File: config.mk
export PLATFORM = sky130hd
export DESIGN_NAME = spi_master
export DESIGN_NICKNAME = d
export VERILOG_FILES = /design/src/verilog/spi_pkg.sv /design/src/verilog/spi_phase_if.sv /design/src/verilog/spi_sclk_gen.sv /design/src/verilog/spi_shift_unit.sv /design/src/verilog/spi_transfer_ctrl.sv /design/src/verilog/spi_master.sv
export SDC_FILE = /design/constraint.sdc
export NUM_CORES = 1
export LEC_CHECK = 0
export ABC_AREA = 1
export BUFFER_PORTS_ARGS = -buffer_cell sky130_fd_sc_hd__buf_2
export CAP_MARGIN = 20
export CORE_AREA = 4 4 65 67
export CTS_CLUSTER_SIZE = 40
export DETAILED_ROUTE_END_ITERATION = 8
export DIE_AREA = 0 0 69 71
export PLACE_DENSITY = 0.64
export SKIP_LAST_GASP = 1
export SYNTH_ARGS = -nofsm -noshare
export SYNTH_HDL_FRONTEND = slang
export SYNTH_SLANG_ARGS = --single-unit
File: constraint.sdc
create_clock -name clk -period 1.15 [get_ports clk]
set_input_delay 0.23 -clock clk [delete_from_list [all_inputs] [get_ports clk]]
set_output_delay 0.23 -clock clk [all_outputs]
set_load 0.03 [all_outputs]
File: src/verilog/spi_pkg.sv
// Mode 3 only with a fixed 8-bit word. SCLK_HALF_CYCLES must be even and at least 2
package spi_pkg;

   // ---------------------------------------------------------------------
   // Word and serial clock sizing
   // ---------------------------------------------------------------------
   localparam int SPI_WORD_BITS    = 8;                         // Bits per transfer
   localparam int SCLK_HALF_CYCLES = 4;                         // clk cycles per sclk half
   localparam int SCLK_CNT_BITS    = $clog2(SCLK_HALF_CYCLES);  // Divider counter width
   localparam int BIT_CNT_BITS     = $clog2(SPI_WORD_BITS + 1); // Holds 0..SPI_WORD_BITS

   // Byte payload for tx, rx and user data
   typedef logic [SPI_WORD_BITS-1:0] spi_word_t;

   // ---------------------------------------------------------------------
   // Transfer controller states
   // ---------------------------------------------------------------------
   typedef enum logic [1:0] {
      XFER_IDLE   = 2'd0,  // Waiting for start
      XFER_SHIFT  = 2'd1,  // sclk running, bits moving
      XFER_FINISH = 2'd2   // One cycle to latch rx and signal done
   } xfer_state_t;

endpackage

File: src/verilog/spi_phase_if.sv
// Strobes are one clk cycle wide and only toggle while run is high
`timescale 1ns/1ps

interface spi_phase_if;

   logic run;   // Controller enables the divider
   logic sclk;  // Serial clock level, idles high
   logic rise;  // One cycle after sclk goes high
   logic fall;  // One cycle after sclk goes low

   // Divider owns the clock and its edge strobes
   modport gen (
      input  run,
      output sclk,
      output rise,
      output fall
   );

   // Controller starts and stops the clock, counts rises
   modport ctrl (
      output run,
      input  rise
   );

   // Shift datapath only reacts to the strobes
   modport shift (
      input rise,
      input fall
   );

endinterface

File: src/verilog/spi_sclk_gen.sv
// sclk is forced high while run is low, so a stopped clock never leaves a stray edge
`timescale 1ns/1ps

module spi_sclk_gen (
   input  logic     clk,
   input  logic     rst,
   spi_phase_if.gen phase
);

   import spi_pkg::*;

   logic [SCLK_CNT_BITS-1:0] div_cnt;  // Counts clk cycles within a half period
   logic                     sclk_q;   // Generated serial clock
   logic                     sclk_d;   // Delayed copy for edge detection
   logic                     half_end; // Last cycle of a half period

   assign half_end = (div_cnt == SCLK_CNT_BITS'(SCLK_HALF_CYCLES - 1));

   // ---------------------------------------------------------------------
   // Divider and serial clock register
   // ---------------------------------------------------------------------
   always_ff @(posedge clk) begin
      if (rst) begin
         div_cnt <= '0;
         sclk_q  <= 1'b1;                 // CPOL = 1
      end else if (!phase.run) begin
         div_cnt <= '0;                   // Restart phase on next transfer
         sclk_q  <= 1'b1;                 // Park high between transfers
      end else if (half_end) begin
         div_cnt <= '0;
         sclk_q  <= ~sclk_q;              // Half period done
      end else begin
         div_cnt <= div_cnt + 1'b1;
      end
   end

   // Delayed copy, reset to the idle level so no strobe fires out of reset
   always_ff @(posedge clk) begin
      if (rst) begin
         sclk_d <= 1'b1;
      end else begin
         sclk_d <= sclk_q;
      end
   end

   // ---------------------------------------------------------------------
   // Edge strobes
   // ---------------------------------------------------------------------
   // High in the cycle after the toggle, while sclk_d still holds the old level
   assign phase.rise = sclk_q & ~sclk_d;  // Low to high, sample point
   assign phase.fall = ~sclk_q & sclk_d;  // High to low, drive point

   assign phase.sclk = sclk_q;

endmodule

File: src/verilog/spi_shift_unit.sv
// Strobes are ignored unless shift_en is high; rx_data only changes on capture
`timescale 1ns/1ps

module spi_shift_unit (
   input  logic               clk,
   input  logic               rst,
   input  logic               load,      // Start of transfer
   input  logic               capture,   // End of transfer
   input  logic               shift_en,  // Shift state active
   input  spi_pkg::spi_word_t tx_data,
   input  logic               miso,
   output logic               mosi,
   output spi_pkg::spi_word_t rx_data,
   spi_phase_if.shift         phase
);

   import spi_pkg::*;

   spi_word_t tx_reg;     // Bits still to present, MSB next
   spi_word_t rx_reg;     // Assembles miso samples
   logic      drive_bit;  // Fall strobe inside a transfer
   logic      sample_bit; // Rise strobe inside a transfer

   assign drive_bit  = shift_en & phase.fall;
   assign sample_bit = shift_en & phase.rise;

   // ---------------------------------------------------------------------
   // Transmit side
   // ---------------------------------------------------------------------
   // The leading fall of mode 3 re-drives bit 7 from tx_reg, so mosi holds
   // steady there and each later fall moves one bit down
   always_ff @(posedge clk) begin
      if (load) begin
         tx_reg <= tx_data;
      end else if (drive_bit) begin
         tx_reg <= {tx_reg[SPI_WORD_BITS-2:0], 1'b0};  // MSB first
      end
   end

   always_ff @(posedge clk) begin
      if (rst) begin
         mosi <= 1'b0;
      end else if (load) begin
         mosi <= tx_data[SPI_WORD_BITS-1];  // Bit 7 valid with cs_n
      end else if (drive_bit) begin
         mosi <= tx_reg[SPI_WORD_BITS-1];
      end
   end

   // ---------------------------------------------------------------------
   // Receive side
   // ---------------------------------------------------------------------
   // Eight rises replace every bit, so no clear at load
   always_ff @(posedge clk) begin
      if (sample_bit) begin
         rx_reg <= {rx_reg[SPI_WORD_BITS-2:0], miso};
      end
   end

   // User copy, stable from one done to the next
   always_ff @(posedge clk) begin
      if (rst) begin
         rx_data <= '0;
      end else if (capture) begin
         rx_data <= rx_reg;
      end
   end

endmodule

File: src/verilog/spi_transfer_ctrl.sv
// start is only sampled in idle; busy, cs_n and done are registered outputs
`timescale 1ns/1ps

module spi_transfer_ctrl (
   input  logic      clk,
   input  logic      rst,
   input  logic      start,     // User pulse
   output logic      cs_n,      // Active-low chip select
   output logic      busy,      // High from accept to done
   output logic      done,      // One cycle, rx_data valid
   output logic      load,      // To shift unit
   output logic      capture,   // To shift unit
   output logic      shift_en,  // To shift unit
   spi_phase_if.ctrl phase
);

   import spi_pkg::*;

   xfer_state_t             state;
   xfer_state_t             state_nxt;
   logic [BIT_CNT_BITS-1:0] bit_cnt;    // Rises still expected
   logic                    accept;     // Start taken this cycle
   logic                    last_rise;  // Final sample of the word

   assign accept    = (state == XFER_IDLE) && start;
   assign last_rise = phase.rise && (bit_cnt == BIT_CNT_BITS'(1));

   // ---------------------------------------------------------------------
   // Next state
   // ---------------------------------------------------------------------
   always_comb begin
      state_nxt = state;
      case (state)
         XFER_IDLE: begin
            if (start) begin
               state_nxt = XFER_SHIFT;
            end
         end
         XFER_SHIFT: begin
            // sclk is back high here, so stopping leaves no extra edge
            if (last_rise) begin
               state_nxt = XFER_FINISH;
            end
         end
         XFER_FINISH: begin
            state_nxt = XFER_IDLE;          // Always a single cycle
         end
         default: begin
            state_nxt = XFER_IDLE;
         end
      endcase
   end

   // ---------------------------------------------------------------------
   // State, bit counter and user status
   // ---------------------------------------------------------------------
   always_ff @(posedge clk) begin
      if (rst) begin
         state   <= XFER_IDLE;
         bit_cnt <= '0;
         cs_n    <= 1'b1;
         busy    <= 1'b0;
         done    <= 1'b0;
      end else begin
         state <= state_nxt;
         cs_n  <= (state_nxt == XFER_IDLE);   // Low from accept through finish
         busy  <= (state_nxt != XFER_IDLE);
         done  <= (state == XFER_FINISH);     // Lands with the new rx_data

         if (accept) begin
            bit_cnt <= BIT_CNT_BITS'(SPI_WORD_BITS);
         end else if ((state == XFER_SHIFT) && phase.rise) begin
            bit_cnt <= bit_cnt - 1'b1;        // One per sampled bit
         end
      end
   end

   // ---------------------------------------------------------------------
   // Datapath controls
   // ---------------------------------------------------------------------
   // Mode 3 leads with a fall that only re-drives bit 7, and the first
   // counted strobe is a rise, so no edge is skipped here
   assign load      = accept;                    // Same edge as cs_n assertion
   assign capture   = (state == XFER_FINISH);    // rx_reg already complete
   assign shift_en  = (state == XFER_SHIFT);
   assign phase.run = (state == XFER_SHIFT);     // Divider runs only while shifting

endmodule

File: src/verilog/spi_master.sv
// Single slave, mode 3, 8-bit words; a start while busy is dropped
`timescale 1ns/1ps

module spi_master (
   input  logic                              clk,
   input  logic                              rst,
   input  logic                              start,    // One-cycle request
   input  logic [spi_pkg::SPI_WORD_BITS-1:0] tx_data,  // Sampled with start
   input  logic                              miso,
   output logic [spi_pkg::SPI_WORD_BITS-1:0] rx_data,  // Valid at done
   output logic                              busy,
   output logic                              done,
   output logic                              sclk,
   output logic                              mosi,
   output logic                              cs_n
);

   // ---------------------------------------------------------------------
   // Internal wiring
   // ---------------------------------------------------------------------
   spi_phase_if phase ();   // run, sclk and edge strobes

   logic load;              // Controller to shift unit
   logic capture;
   logic shift_en;

   assign sclk = phase.sclk;

   // ---------------------------------------------------------------------
   // Blocks
   // ---------------------------------------------------------------------
   spi_sclk_gen spi_sclk_gen_inst (
      .clk   (clk),
      .rst   (rst),
      .phase (phase.gen)
   );

   spi_shift_unit spi_shift_unit_inst (
      .clk      (clk),
      .rst      (rst),
      .load     (load),
      .capture  (capture),
      .shift_en (shift_en),
      .tx_data  (tx_data),
      .miso     (miso),
      .mosi     (mosi),
      .rx_data  (rx_data),
      .phase    (phase.shift)
   );

   spi_transfer_ctrl spi_transfer_ctrl_inst (
      .clk      (clk),
      .rst      (rst),
      .start    (start),
      .cs_n     (cs_n),
      .busy     (busy),
      .done     (done),
      .load     (load),
      .capture  (capture),
      .shift_en (shift_en),
      .phase    (phase.ctrl)
   );

endmodule

# Yosys cells after proc, flatten, opt, wreduce, memory -nomap -nowiden
# Cells that the tools add are included.
# op_classes
addsub	2
n_eq_ne	4
mux	9
bitwise_logic	7
reduce_logical	11
# op_table
op	count
$mux W8	2
$mux W4	2
$reduce_bool A2 Y1	3
$and A1 B1 Y1	4
$eq A2 B2 Y1 const B	2
$eq A4 B1 Y1 const B	1
$logic_not A2 Y1	2
$mux W2	2
$pmux W2 S2	1
$reduce_or A2 Y1	2
$sub A4 B1 Y4 const B	1
$logic_and A1 B1 Y1	3
$not A1 Y1	3
$reduce_or A3 Y1	1
$add A2 B1 Y2 const B	1
$eq A2 B1 Y1 const B	1
$mux W1	2
# totals
ff_bits	38
input_bits	12

# Longest topological paths before layout
# Gate-level depths: netlist of the first run.
# logic_depth
word_depth	6
ltp_mapped	7
depth_no_buf	7

# By module
# A second synthesis of the first run with hierarchy kept.
# unflattened
cells_unflattened	163
area_unflattened_um2	1491.4
# modules_own_cells
mod	n_inst	cells_per_inst	area_per_inst_um2	seq_area_each_um2
spi_shift_unit	1	88	933.4	660.6
spi_transfer_ctrl	1	54	397.9	180.2
spi_sclk_gen	1	21	160.2	80.1

# Least setup slack after synthesis of the first run
# OpenSTA, ideal clock, no wires.
# synth_timing
kind	register -> register
from	register spi_sclk_gen_inst.sclk_q, in the netlist spi_sclk_gen_inst.phase.sclk
to	register spi_shift_unit_inst.rx_reg[0], enable pin
setup_ns	0.359
arrival_ns	1.002
required_ns	0.791
slack_ns	-0.212
stages_incl_launch_ff	3
n_path_buf	0
cell_sequence	dfxtp_1 > nand2_1 > nor2_2
# synth_between
elab_chain_cells	2
# synth_lines
element	line_no	rtl
from (decl)	spi_sclk_gen.sv:13	logic sclk_q;
from (signal assigned)	spi_sclk_gen.sv:31	sclk_q <= ~sclk_q;
$and A1 B1 Y1	spi_sclk_gen.sv:50	assign phase.rise = sclk_q & ~sclk_d;
$and A1 B1 Y1	spi_shift_unit.sv:25	assign sample_bit = shift_en & phase.rise;
named net spi_shift_unit_inst.sample_bit	spi_shift_unit.sv:22	logic sample_bit;
to (signal assigned)	spi_shift_unit.sv:56	rx_reg <= {rx_reg[SPI_WORD_BITS-2:0], miso};
to (decl)	spi_shift_unit.sv:20	spi_word_t rx_reg;
# The timed path passes the listed nets, and every way through them passes these cells.
# A chain may end at the register's enable or synchronous reset.

# Final worst setup path of the first run
# layout_timing
from	register spi_transfer_ctrl_inst.state[1]
to	register spi_shift_unit_inst.tx_reg[0], enable pin
# layout_between
elab_chain_cells	3
word_cells_on_any_way	5
# layout_lines
element	line_no	rtl
from (decl)	spi_transfer_ctrl.sv:19	xfer_state_t state;
from (signal assigned)	spi_transfer_ctrl.sv:65	state <= state_nxt;
$eq A2 B1 Y1 / $logic_not A2 Y1 (equally long branches)	spi_transfer_ctrl.sv:85, spi_transfer_ctrl.sv:25	
$and A1 B1 Y1 / $logic_and A1 B1 Y1 (equally long branches)	spi_shift_unit.sv:24, spi_transfer_ctrl.sv:25	
$reduce_bool A2 Y1 (no source line) *	n/a	
to (signal assigned)	spi_shift_unit.sv:34	tx_reg <= tx_data;
to (signal assigned)	spi_shift_unit.sv:36	tx_reg <= {tx_reg[SPI_WORD_BITS-2:0], 1'b0};
to (decl)	spi_shift_unit.sv:19	spi_word_t tx_reg;
# Mark *: on every way between the ends. The rest lies on a longest branch, timed or not.

==> run_results.csv, run 1 <==
group,metric,value,unit
routing,drt_iter0_markers,50,
clocking,clk_pin_slew,70,ps
flow_run,cap_violations,0,
global_route,grt_start_max_net_pins,14,
global_route,grt_pass1_vias,1026,
timing,post-route-period-util,97.44,%
clocking,cts_sinks,38,
global_route,met1_usage,12.27,%
timing,timing.final.crit_period,1121,ps
die,die_w,69,µm
routing,drt-pass1-iter-count,4,
routing,wirelength,2458,µm
routing,wire_per_inst,10.42,µm
routing,via_per_inst,4.568,
setup_path,slowest_stage,"dfxtp_2",
die,rows,22,
setup_path,crit_type,"reg2reg",
synth,synth_area,1430,µm²
die,core,3633,µm²
power,swShare,22.67,%
global_route,globalRouteMet2Util,17.80,%
setup_path,critPathLaunch,"spi_transfer_ctrl_inst.state[1]",
timing,slew_viol_final,0,
timing,tightest_slew,286.5,ps
setup_path,r2r_end,"spi_shift_unit_inst.tx_reg[0]",
placement,placement.io_buffers,24,
synth,yosysWarnings,0,
clocking,hold_buffers,0,
global_route,antenna_found_initial,0,
clocking,cts_made_buffers,5,
timing,finalSetupViolations,0,
timing,grt_setup_unrepaired,"yes",
global_route,grt_pass1_wl,4284,µm
cells_and_area,synthToLayoutAreaGrowth,24.58,%
power,p_leak,0.0007841,µW
power,internal_power,2022,µW
cells_and_area,nNetsFinal,202,
power,power_switching,592.9,µW
setup_path,critPathCaptureType,"register",
setup_path,r2r-start,"spi_transfer_ctrl_inst.state[1]",
synth,synth-simple-area-share,21.96,%
cells_and_area,nFillCells,361,
placement,place_congestion,0.7837,
power,combPwrFrac,8.3,%
min_path,min-delay-start,"miso",
die,dieArea,4899,µm²
cells_and_area,regArea,924.6,µm²
synth,synth-seq-area-share,64.39,%
synth,yosysUniqueCellTypes,19,
placement,dp_hpwl,1878,µm
routing,remaining_drc_errors,0,
die,die_y,71,µm
power,seqPwrFrac,56.4,%
power,power_per_cell_area,1468,nW/µm²
synth,synth_top_family_by_area,"simple AND/OR/NAND/NOR gates",
die,boundaryPins,25,
synth,synthesis.nets,167,
power,ir_drop,795.8,µV
synth,synthCells,152,
clocking,htreeDepth,2,
routing,via_count,1078,
min_path,worstHoldPathCells,1,
die,initial_core_util,39.36,%
setup_path,arrival,1140,ps
setup_path,rr_worst_depth,5,
timing,finClkSkew,2.590,ps
min_path,hold_end,"spi_shift_unit_inst.rx_reg[0]",
synth,synth_compound_area_share,5.599,%
timing,hold_viol,0,
clocking,clkLatencyLatePin,280,ps
global_route,grt_overflow,0,
global_route,track_usage,10.89,%
synth,muxShareOfSynthArea,0,%
power,pwr-share-clk,35.3,%
min_path,hp-class,"in2reg",
setup_path,reg2reg_setup_slack,30,ps
cells_and_area,antenna_cells,0,
routing,ant_nets,0,
clocking,cts.path.max_buffers,2,
setup_path,path_max_fanout,8,
setup_path,cp_slowest_stage_delay,360,ps
global_route,busiest_layer,"met2",
setup_path,critical_path_required,1170,ps
global_route,grt_use_met3,4.119,%
timing,max-slew-margin-rel,80.88,%
setup_path,worstPathCellList,"inv_2 > nand3_2 > inv_2 > a21oi_1 > inv_2",
timing,hold_slack,122.1,ps
clocking,root_buffer,"clkbuf_8",
synth,synth_area_per_cell,9.409,µm²
cells_and_area,drive_gt1_share,28.19,%
clocking,cts_tree,"built",
cells_and_area,multi_input_area,460.4,µm²
timing,setup_slack,29.41,ps
outcome,status,"completed",
setup_path,crit_top_cell,"inv_2",
placement,dp_slack,-27.02,ps
setup_path,worst_setup_path_start_kind,"register",
synth,yosys_register_bits,38,
timing,clock.fmax,892.4,MHz
synth,synthXorXnorAreaFrac,0.6124,%
synth,synthAdderAreaFrac,2.625,%
cell usage in the layout (no fill, tap or decap), types with 5 or more instances in the layout:
cell,count
nand3_1,5
nor2_1,24
inv_1,11
dfxtp_1,19
o21ai_0,11
nand2_1,36
clkbuf_8,6
buf_2,24
edfxtp_1,16
inv_2,5
worst max-delay path by stage:
stage	endpoint	slack, ps
2_1_floorplan	spi_shift_unit_inst.tx_reg[0]	40
3_3_place_gp	spi_transfer_ctrl_inst.bit_cnt[3]	50
3_5_place_dp	spi_transfer_ctrl_inst.bit_cnt[3]	-30
4_1_cts	spi_shift_unit_inst.tx_reg[0]	0.3
5_1_grt	spi_shift_unit_inst.mosi	-20
6_report	spi_shift_unit_inst.tx_reg[0]	30
Yosys cell counts:
cell	n	area (µm²)
nand3_1	5	25.02
o21ai_0	12	60.06
a21oi_1	4	20.02
nand2_1	37	138.9
nand3_2	1	10.01
nor2_2	2	12.51
buf_2	1	5.000
clkbuf_1	1	3.750
dfxtp_1	22	440.4
xnor2_1	1	8.760
nor2_1	27	101.4
nor3b_1	1	7.510
nand4_1	1	6.260
inv_1	14	52.55
nor3_1	1	5.000
edfxtp_1	16	480.5
inv_2	2	7.510
ha_1	3	37.54
nand3b_1	1	7.510
power by group through the flow:
stage                     logic, µW  registers [µW]  clock network [µW]
final                           217            1480                 922
after floorplan                 116            1520                   0
after global placement          202            1500                   0
after CTS                       212            1470                 964
after detailed placement        210            1510                   0
after global routing            244            1480                1010
repair_timing:
item,CTS,global route
resized for setup,0,11
pin swaps,1,0
setup buffers,1,0
endpoints found under the setup margin,11,18
metal layers:
metal | vias up | share of wire, %
met5 | - | 0
met4 | 0 | 1.6
met3 | 6 | 5.9
met2 | 23 | 48
met1 | 495 | 45
li1 | 554 | -
final cells by class:
cell class / instances / area share (%)
Timing Repair Buffer: 30 / 10.18
Inverter: 16 / 3.371
Multi-Input combinational cell: 96 / 25.84
Tap cell: 48 / 3.371
Sequential cell: 38 / 51.90
Clock buffer: 6 / 4.635
Clock inverter: 2 / 0.7022
cells by family after synthesis:
| family | after synthesis |
|---|---|
| AO/OA/AOI/OAI | 16 |
| XOR/XNOR | 1 |
| adder cells (fa/ha/maj) | 3 |
| buffers and inverters | 18 |
| flip-flops | 38 |
| AND/OR/NAND/NOR | 76 |
worst max-delay path: cells and delay by family (launching register included):
family	cells	cell delay, ps
flip-flops	1	360
AND/OR/NAND/NOR	1	90
buffers and inverters	3	230
AO/OA/AOI/OAI	1	190
stage by stage:
stage	instance area (µm²)	util, %	total power (µW)	std cells	setup TNS, ps
after global placement	1645	45.28	1704	227	0
after CTS	1760	48.45	2649	236	0
after global routing	1782	49.04	2733	236	-183.5
after floorplan	1436	-	1636	152	0
final	1782	49.04	2615	236	0
after detailed placement	1645	45.28	1715	227	-62.03
Note: power is estimated with default switching activity, not from simulation.
==> run 2, diff against run 1 <==
PLACE_DENSITY = 0.65   (was 0.64)
==> run 2 against run 1 <==
Flip-flop and latch count is the same. Highest routed layer unchanged. Clock power grew 27%. Die area did not move. Critical path type is now reg2out. Sequential share of layout area fell by 1.6 points.
==> run_results.csv, run 2 (synthesis gave the netlist of run 1 again) <==
group,metric,value,unit
cells_and_area,layout_common_cells,"36 x nand2_1, 25 x nor2_1, 24 x buf_2, 19 x dfxtp_1, 16 x edfxtp_1",
routing,remaining_drc_errors,0,
setup_path,worst_setup_path_start_kind,"register",
setup_path,rr_worst_depth,8,
placement,dp_hpwl,1950,µm
clocking,clkLatencyLatePin,290,ps
die,die_y,71,µm
timing,max-slew-margin-rel,80.26,%
die,initial_core_util,39.36,%
global_route,grt_overflow,0,
setup_path,cp_slowest_stage_delay,390,ps
cells_and_area,nNetsFinal,204,
clocking,cts.path.max_buffers,2,
timing,clock.fmax,885.6,MHz
setup_path,arrival,900,ps
routing,ant_nets,0,
clocking,clk_pin_slew,70,ps
setup_path,crit_cells,1,
routing,drt-pass1-iter-count,4,
setup_path,crit_type,"reg2out",
global_route,antenna_found_initial,0,
die,dieArea,4899,µm²
setup_path,worstPathCellList,"buf_2",
routing,via_count,1086,
clocking,cts_tree,"built",
timing,finClkSkew,8.331,ps
routing,via_per_inst,4.563,
cells_and_area,layout_commonest_cell,"nand2_1",
cells_and_area,synthToLayoutAreaGrowth,28.96,%
outcome,status,"completed",
setup_path,cp.buffers_inverters,1,
clocking,cts_made_buffers,5,
flow_run,cap_violations,0,
die,boundaryPins,25,
setup_path,slowest_stage,"dfxtp_2",
global_route,track_usage,11.82,%
cells_and_area,antenna_cells,0,
clocking,root_buffer,"clkbuf_8",
die,rows,22,
setup_path,path_max_fanout,5,
cells_and_area,final_cells,238,
setup_path,critPathCaptureType,"output port",
min_path,worstHoldPathCells,1,
cells_and_area,drive_gt1_share,28.42,%
placement,placement.io_buffers,24,
timing,tightest_slew,295.7,ps
global_route,grt_start_max_net_pins,14,
timing,hold_slack,117.2,ps
setup_path,critical_path_required,920,ps
die,die_w,69,µm
power,ir_drop,988.6,µV
cells_and_area,nFillCells,346,
global_route,grt_pass1_wl,4464,µm
clocking,htreeDepth,2,
routing,drt_iter0_markers,49,
timing,slew_viol_final,0,
setup_path,critical_path.top_delay_family,"flip-flops",
clocking,cts_sinks,38,
timing,finalSetupViolations,0,
clocking,hold_buffers,0,
placement,place_congestion,0.7711,
timing,grt_setup_unrepaired,"yes",
timing,post-route-period-util,98.19,%
routing,wire_per_inst,11.49,µm
timing,hold_viol,0,
placement,dp.cells,227,
timing,timing.final.crit_period,1129,ps
routing,wirelength,2734,µm
power,power_per_cell_area,1563,nW/µm²
die,core,3633,µm²
power,p_leak,0.0008171,µW
timing,finalSetupTns,0,ps
global_route,grt_pass1_vias,1067,
min_path,hp-class,"in2reg",
-- run 2: final timing paths --
path / slack, ps / start / endpoint
setup / recovery: 20 / spi_sclk_gen_inst.phase.sclk / sclk
hold / removal: 120 / miso / spi_shift_unit_inst.rx_reg[0]
setup reg to reg: 40 / spi_transfer_ctrl_inst.state[0] / spi_transfer_ctrl_inst.bit_cnt[3]
hold reg to reg: 440 / spi_sclk_gen_inst.div_cnt[0] / spi_sclk_gen_inst.div_cnt[0]
-- run 2: cell type report --
cell class	instances	area [µm²]	area share [%]
timing repair buffer	32	187.7	10.18
clock inverter	1	8.758	0.4749
sequential	38	927.1	50.27
inverter	16	67.56	3.663
tap	48	60.06	3.256
clock buffer	7	118.9	6.445
multi-input combinational	96	474.2	25.71
-- run 2: repair_timing --
action                                 in CTS  in global routing
buffers inserted                            3                  0
gates cloned                                0                  0
setup endpoints to repair                  12                 17
gates resized for setup                     2                 15
pin swaps                                   1                  2
endpoints found under the hold margin       0                  0
-- run 2: power by group --
group          switching, µW  internal [µW]  leakage, µW
combinational            142           91.4     0.000424
clock                    480            694    0.0000647
sequential              19.4           1460     0.000329
-- run 2: layer usage --
| metal | vias to the layer above | part of all wire (%) | track usage (%) | wire length [µm] |
|---|---|---|---|---|
| met5 | - | 0 | 0 | 0 |
| met4 | 0 | 1.7 | 4.555 | 47 |
| met3 | 6 | 5.1 | 5.540 | 139 |
| met2 | 20 | 50 | 20.87 | 1358 |
| met1 | 499 | 43 | 12.19 | 1188 |
| li1 | 561 | - | - | - |
-- run 2: per-stage QoR --
| stage | utilization, % | cell area [µm²] | worst slack (ps) | total power, µW |
|---|---|---|---|---|
| 2_1_floorplan | - | 1436 | 35.19 | 1636 |
| 3_3_place_gp | 45.28 | 1645 | 55.26 | 1703 |
| 3_5_place_dp | 45.28 | 1645 | -48.98 | 1717 |
| 4_1_cts | 49.62 | 1803 | -10.69 | 2897 |
| 5_1_grt | 50.76 | 1844 | -11.46 | 2996 |
| 6_report | 50.76 | 1844 | 20.80 | 2882 |
==> run 3, diff against run 2 <==
CTS_BUF_LIST = sky130_fd_sc_hd__clkbuf_16   (was unset)
==> run 3 against run 2 <==
Register-to-register slack hardly changed. Flip-flop and latch count stayed put. Via count is 1.6% higher. Sequential share of layout area is 1.0 points lower. Fmax is 1.7% higher. Largest cell class unchanged. Highest routed layer unchanged.
==> run_results.csv, run 3 (synthesis gave the netlist of run 1 again) <==
group,metric,value,unit
global_route,grt_pass1_vias,1084,
routing,remaining_drc_errors,0,
setup_path,cp.buffers_inverters,1,
cells_and_area,drive_gt1_share,29.47,%
clocking,cts.path.max_buffers,2,
placement,place_congestion,0.7711,
global_route,antenna_found_initial,0,
power,pwr-share-clk,48.3,%
setup_path,critical_path_required,920,ps
die,die_y,71,µm
outcome,status,"completed",
min_path,hp-class,"in2reg",
cells_and_area,layout_commonest_cell,"nand2_1",
cells_and_area,antenna_cells,0,
timing,post-route-period-util,96.54,%
timing,hold_viol,0,
timing,tightest_slew,284.2,ps
flow_run,cap_violations,0,
routing,via_per_inst,4.634,
setup_path,worst_setup_path_start_kind,"register",
timing,timing.final.crit_period,1110,ps
setup_path,cp_slowest_stage_delay,390,ps
setup_path,crit_type,"reg2out",
cells_and_area,postLayoutCoreUtil,51.89,%
die,die_w,69,µm
routing,via_count,1103,
cells_and_area,nFillCells,333,
setup_path,arrival,880,ps
clocking,cts_sinks,38,
die,initial_core_util,39.36,%
clocking,root_buffer,"clkbuf_16",
routing,drt_iter0_markers,41,
routing,wire_per_inst,11.47,µm
timing,finClkSkew,7.764,ps
die,dieArea,4899,µm²
power,p_leak,0.0008382,µW
placement,placement.io_buffers,24,
clocking,htreeDepth,2,
power,internal_power,2613,µW
power,swShare,20.60,%
power,ir_drop,855.7,µV
global_route,grt_pass1_wl,4464,µm
setup_path,path_max_fanout,5,
power,combPwrFrac,6.9,%
routing,wirelength,2729,µm
timing,slew_viol_final,0,
cells_and_area,synthToLayoutAreaGrowth,31.85,%
power,power_switching,677.9,µW
routing,drt-pass1-iter-count,4,
timing,max-slew-margin-rel,81.03,%
cells_and_area,layout_common_cells,"36 x nand2_1, 24 x nor2_1, 24 x buf_2, 18 x dfxtp_1, 16 x edfxtp_1",
timing,grt_setup_unrepaired,"yes",
placement,dp_hpwl,1950,µm
cells_and_area,nNetsFinal,204,
timing,finalSetupViolations,0,
timing,clock.fmax,900.7,MHz
global_route,grt_start_max_net_pins,14,
die,core,3633,µm²
clocking,clk_pin_slew,50,ps
power,power_per_cell_area,1745,nW/µm²
setup_path,worstPathCellList,"buf_2",
setup_path,critPathCaptureType,"output port",
clocking,cts_tree,"built",
global_route,grt_overflow,0,
clocking,clkLatencyLatePin,280,ps
global_route,track_usage,11.57,%
power,seqPwrFrac,44.8,%
setup_path,critical_path.top_delay_family,"flip-flops",
timing,hold_slack,130.4,ps
die,boundaryPins,25,
clocking,hold_buffers,0,
setup_path,slowest_stage,"dfxtp_2",
routing,ant_nets,0,
clocking,cts_made_buffers,5,
die,rows,22,
==> run 3: power by group through the flow <==
stage	registers (µW)	logic, µW	clock network [µW]
6_report	1480	226	1590
5_1_grt	1480	254	1680
2_1_floorplan	1520	116	0
3_5_place_dp	1500	212	0
4_1_cts	1480	218	1630
3_3_place_gp	1500	201	0
==> run 3: final cells by class <==
cell class | count | area, µm² | area share (%)
inverters | 16 | 60.06 | 3.185
repair buffers | 32 | 183.9 | 9.754
multi-input cells | 96 | 469.2 | 24.88
clock inverters | 1 | 8.758 | 0.4645
flip-flops and latches | 38 | 928.4 | 49.24
clock buffers | 7 | 175.2 | 9.290
well taps | 48 | 60.06 | 3.185
==> run 3: what timing repair did <==
item	CTS	global route
gates resized for setup	2	12
pin swaps	1	1
endpoints found under the setup margin	11	13
setup buffers	3	0
==> run 3: metal layers <==
layer / vias to the layer above / part of all wire (%) / wire length (µm) / track usage (%)
met5: - / 0 / 0 / 0
met4: 0 / 1.1 / 30 / 3.905
met3: 4 / 5.2 / 142 / 4.972
met2: 21 / 48 / 1312 / 20.66
met1: 513 / 46 / 1243 / 12.22
li1: 565 / - / - / -
==> run 3: final timing paths <==
| check | startpoint | endpoint | slack (ps) | cells after the start |
|---|---|---|---|---|
| max reg2reg | spi_transfer_ctrl_inst.state[1] | spi_shift_unit_inst.tx_reg[6] | 50 | 5 |
| max | spi_sclk_gen_inst.phase.sclk | sclk | 40 | 1 |
| min reg2reg | spi_sclk_gen_inst.div_cnt[0] | spi_sclk_gen_inst.div_cnt[0] | 440 | 1 |
| min | miso | spi_shift_unit_inst.rx_reg[0] | 130 | 1 |
==> run 3: stage by stage <==
step	instance area, µm²	total power (µW)	setup slack [ps]	cells	TNS (ps)
2_1_floorplan	1436	1636	35.19	152	0
3_3_place_gp	1645	1703	55.26	227	0
3_5_place_dp	1645	1717	-48.98	227	-52.76
4_1_cts	1859	3321	-6.873	238	-27.06
5_1_grt	1886	3410	-21.29	238	-63.92
6_report	1886	3291	39.78	238	0
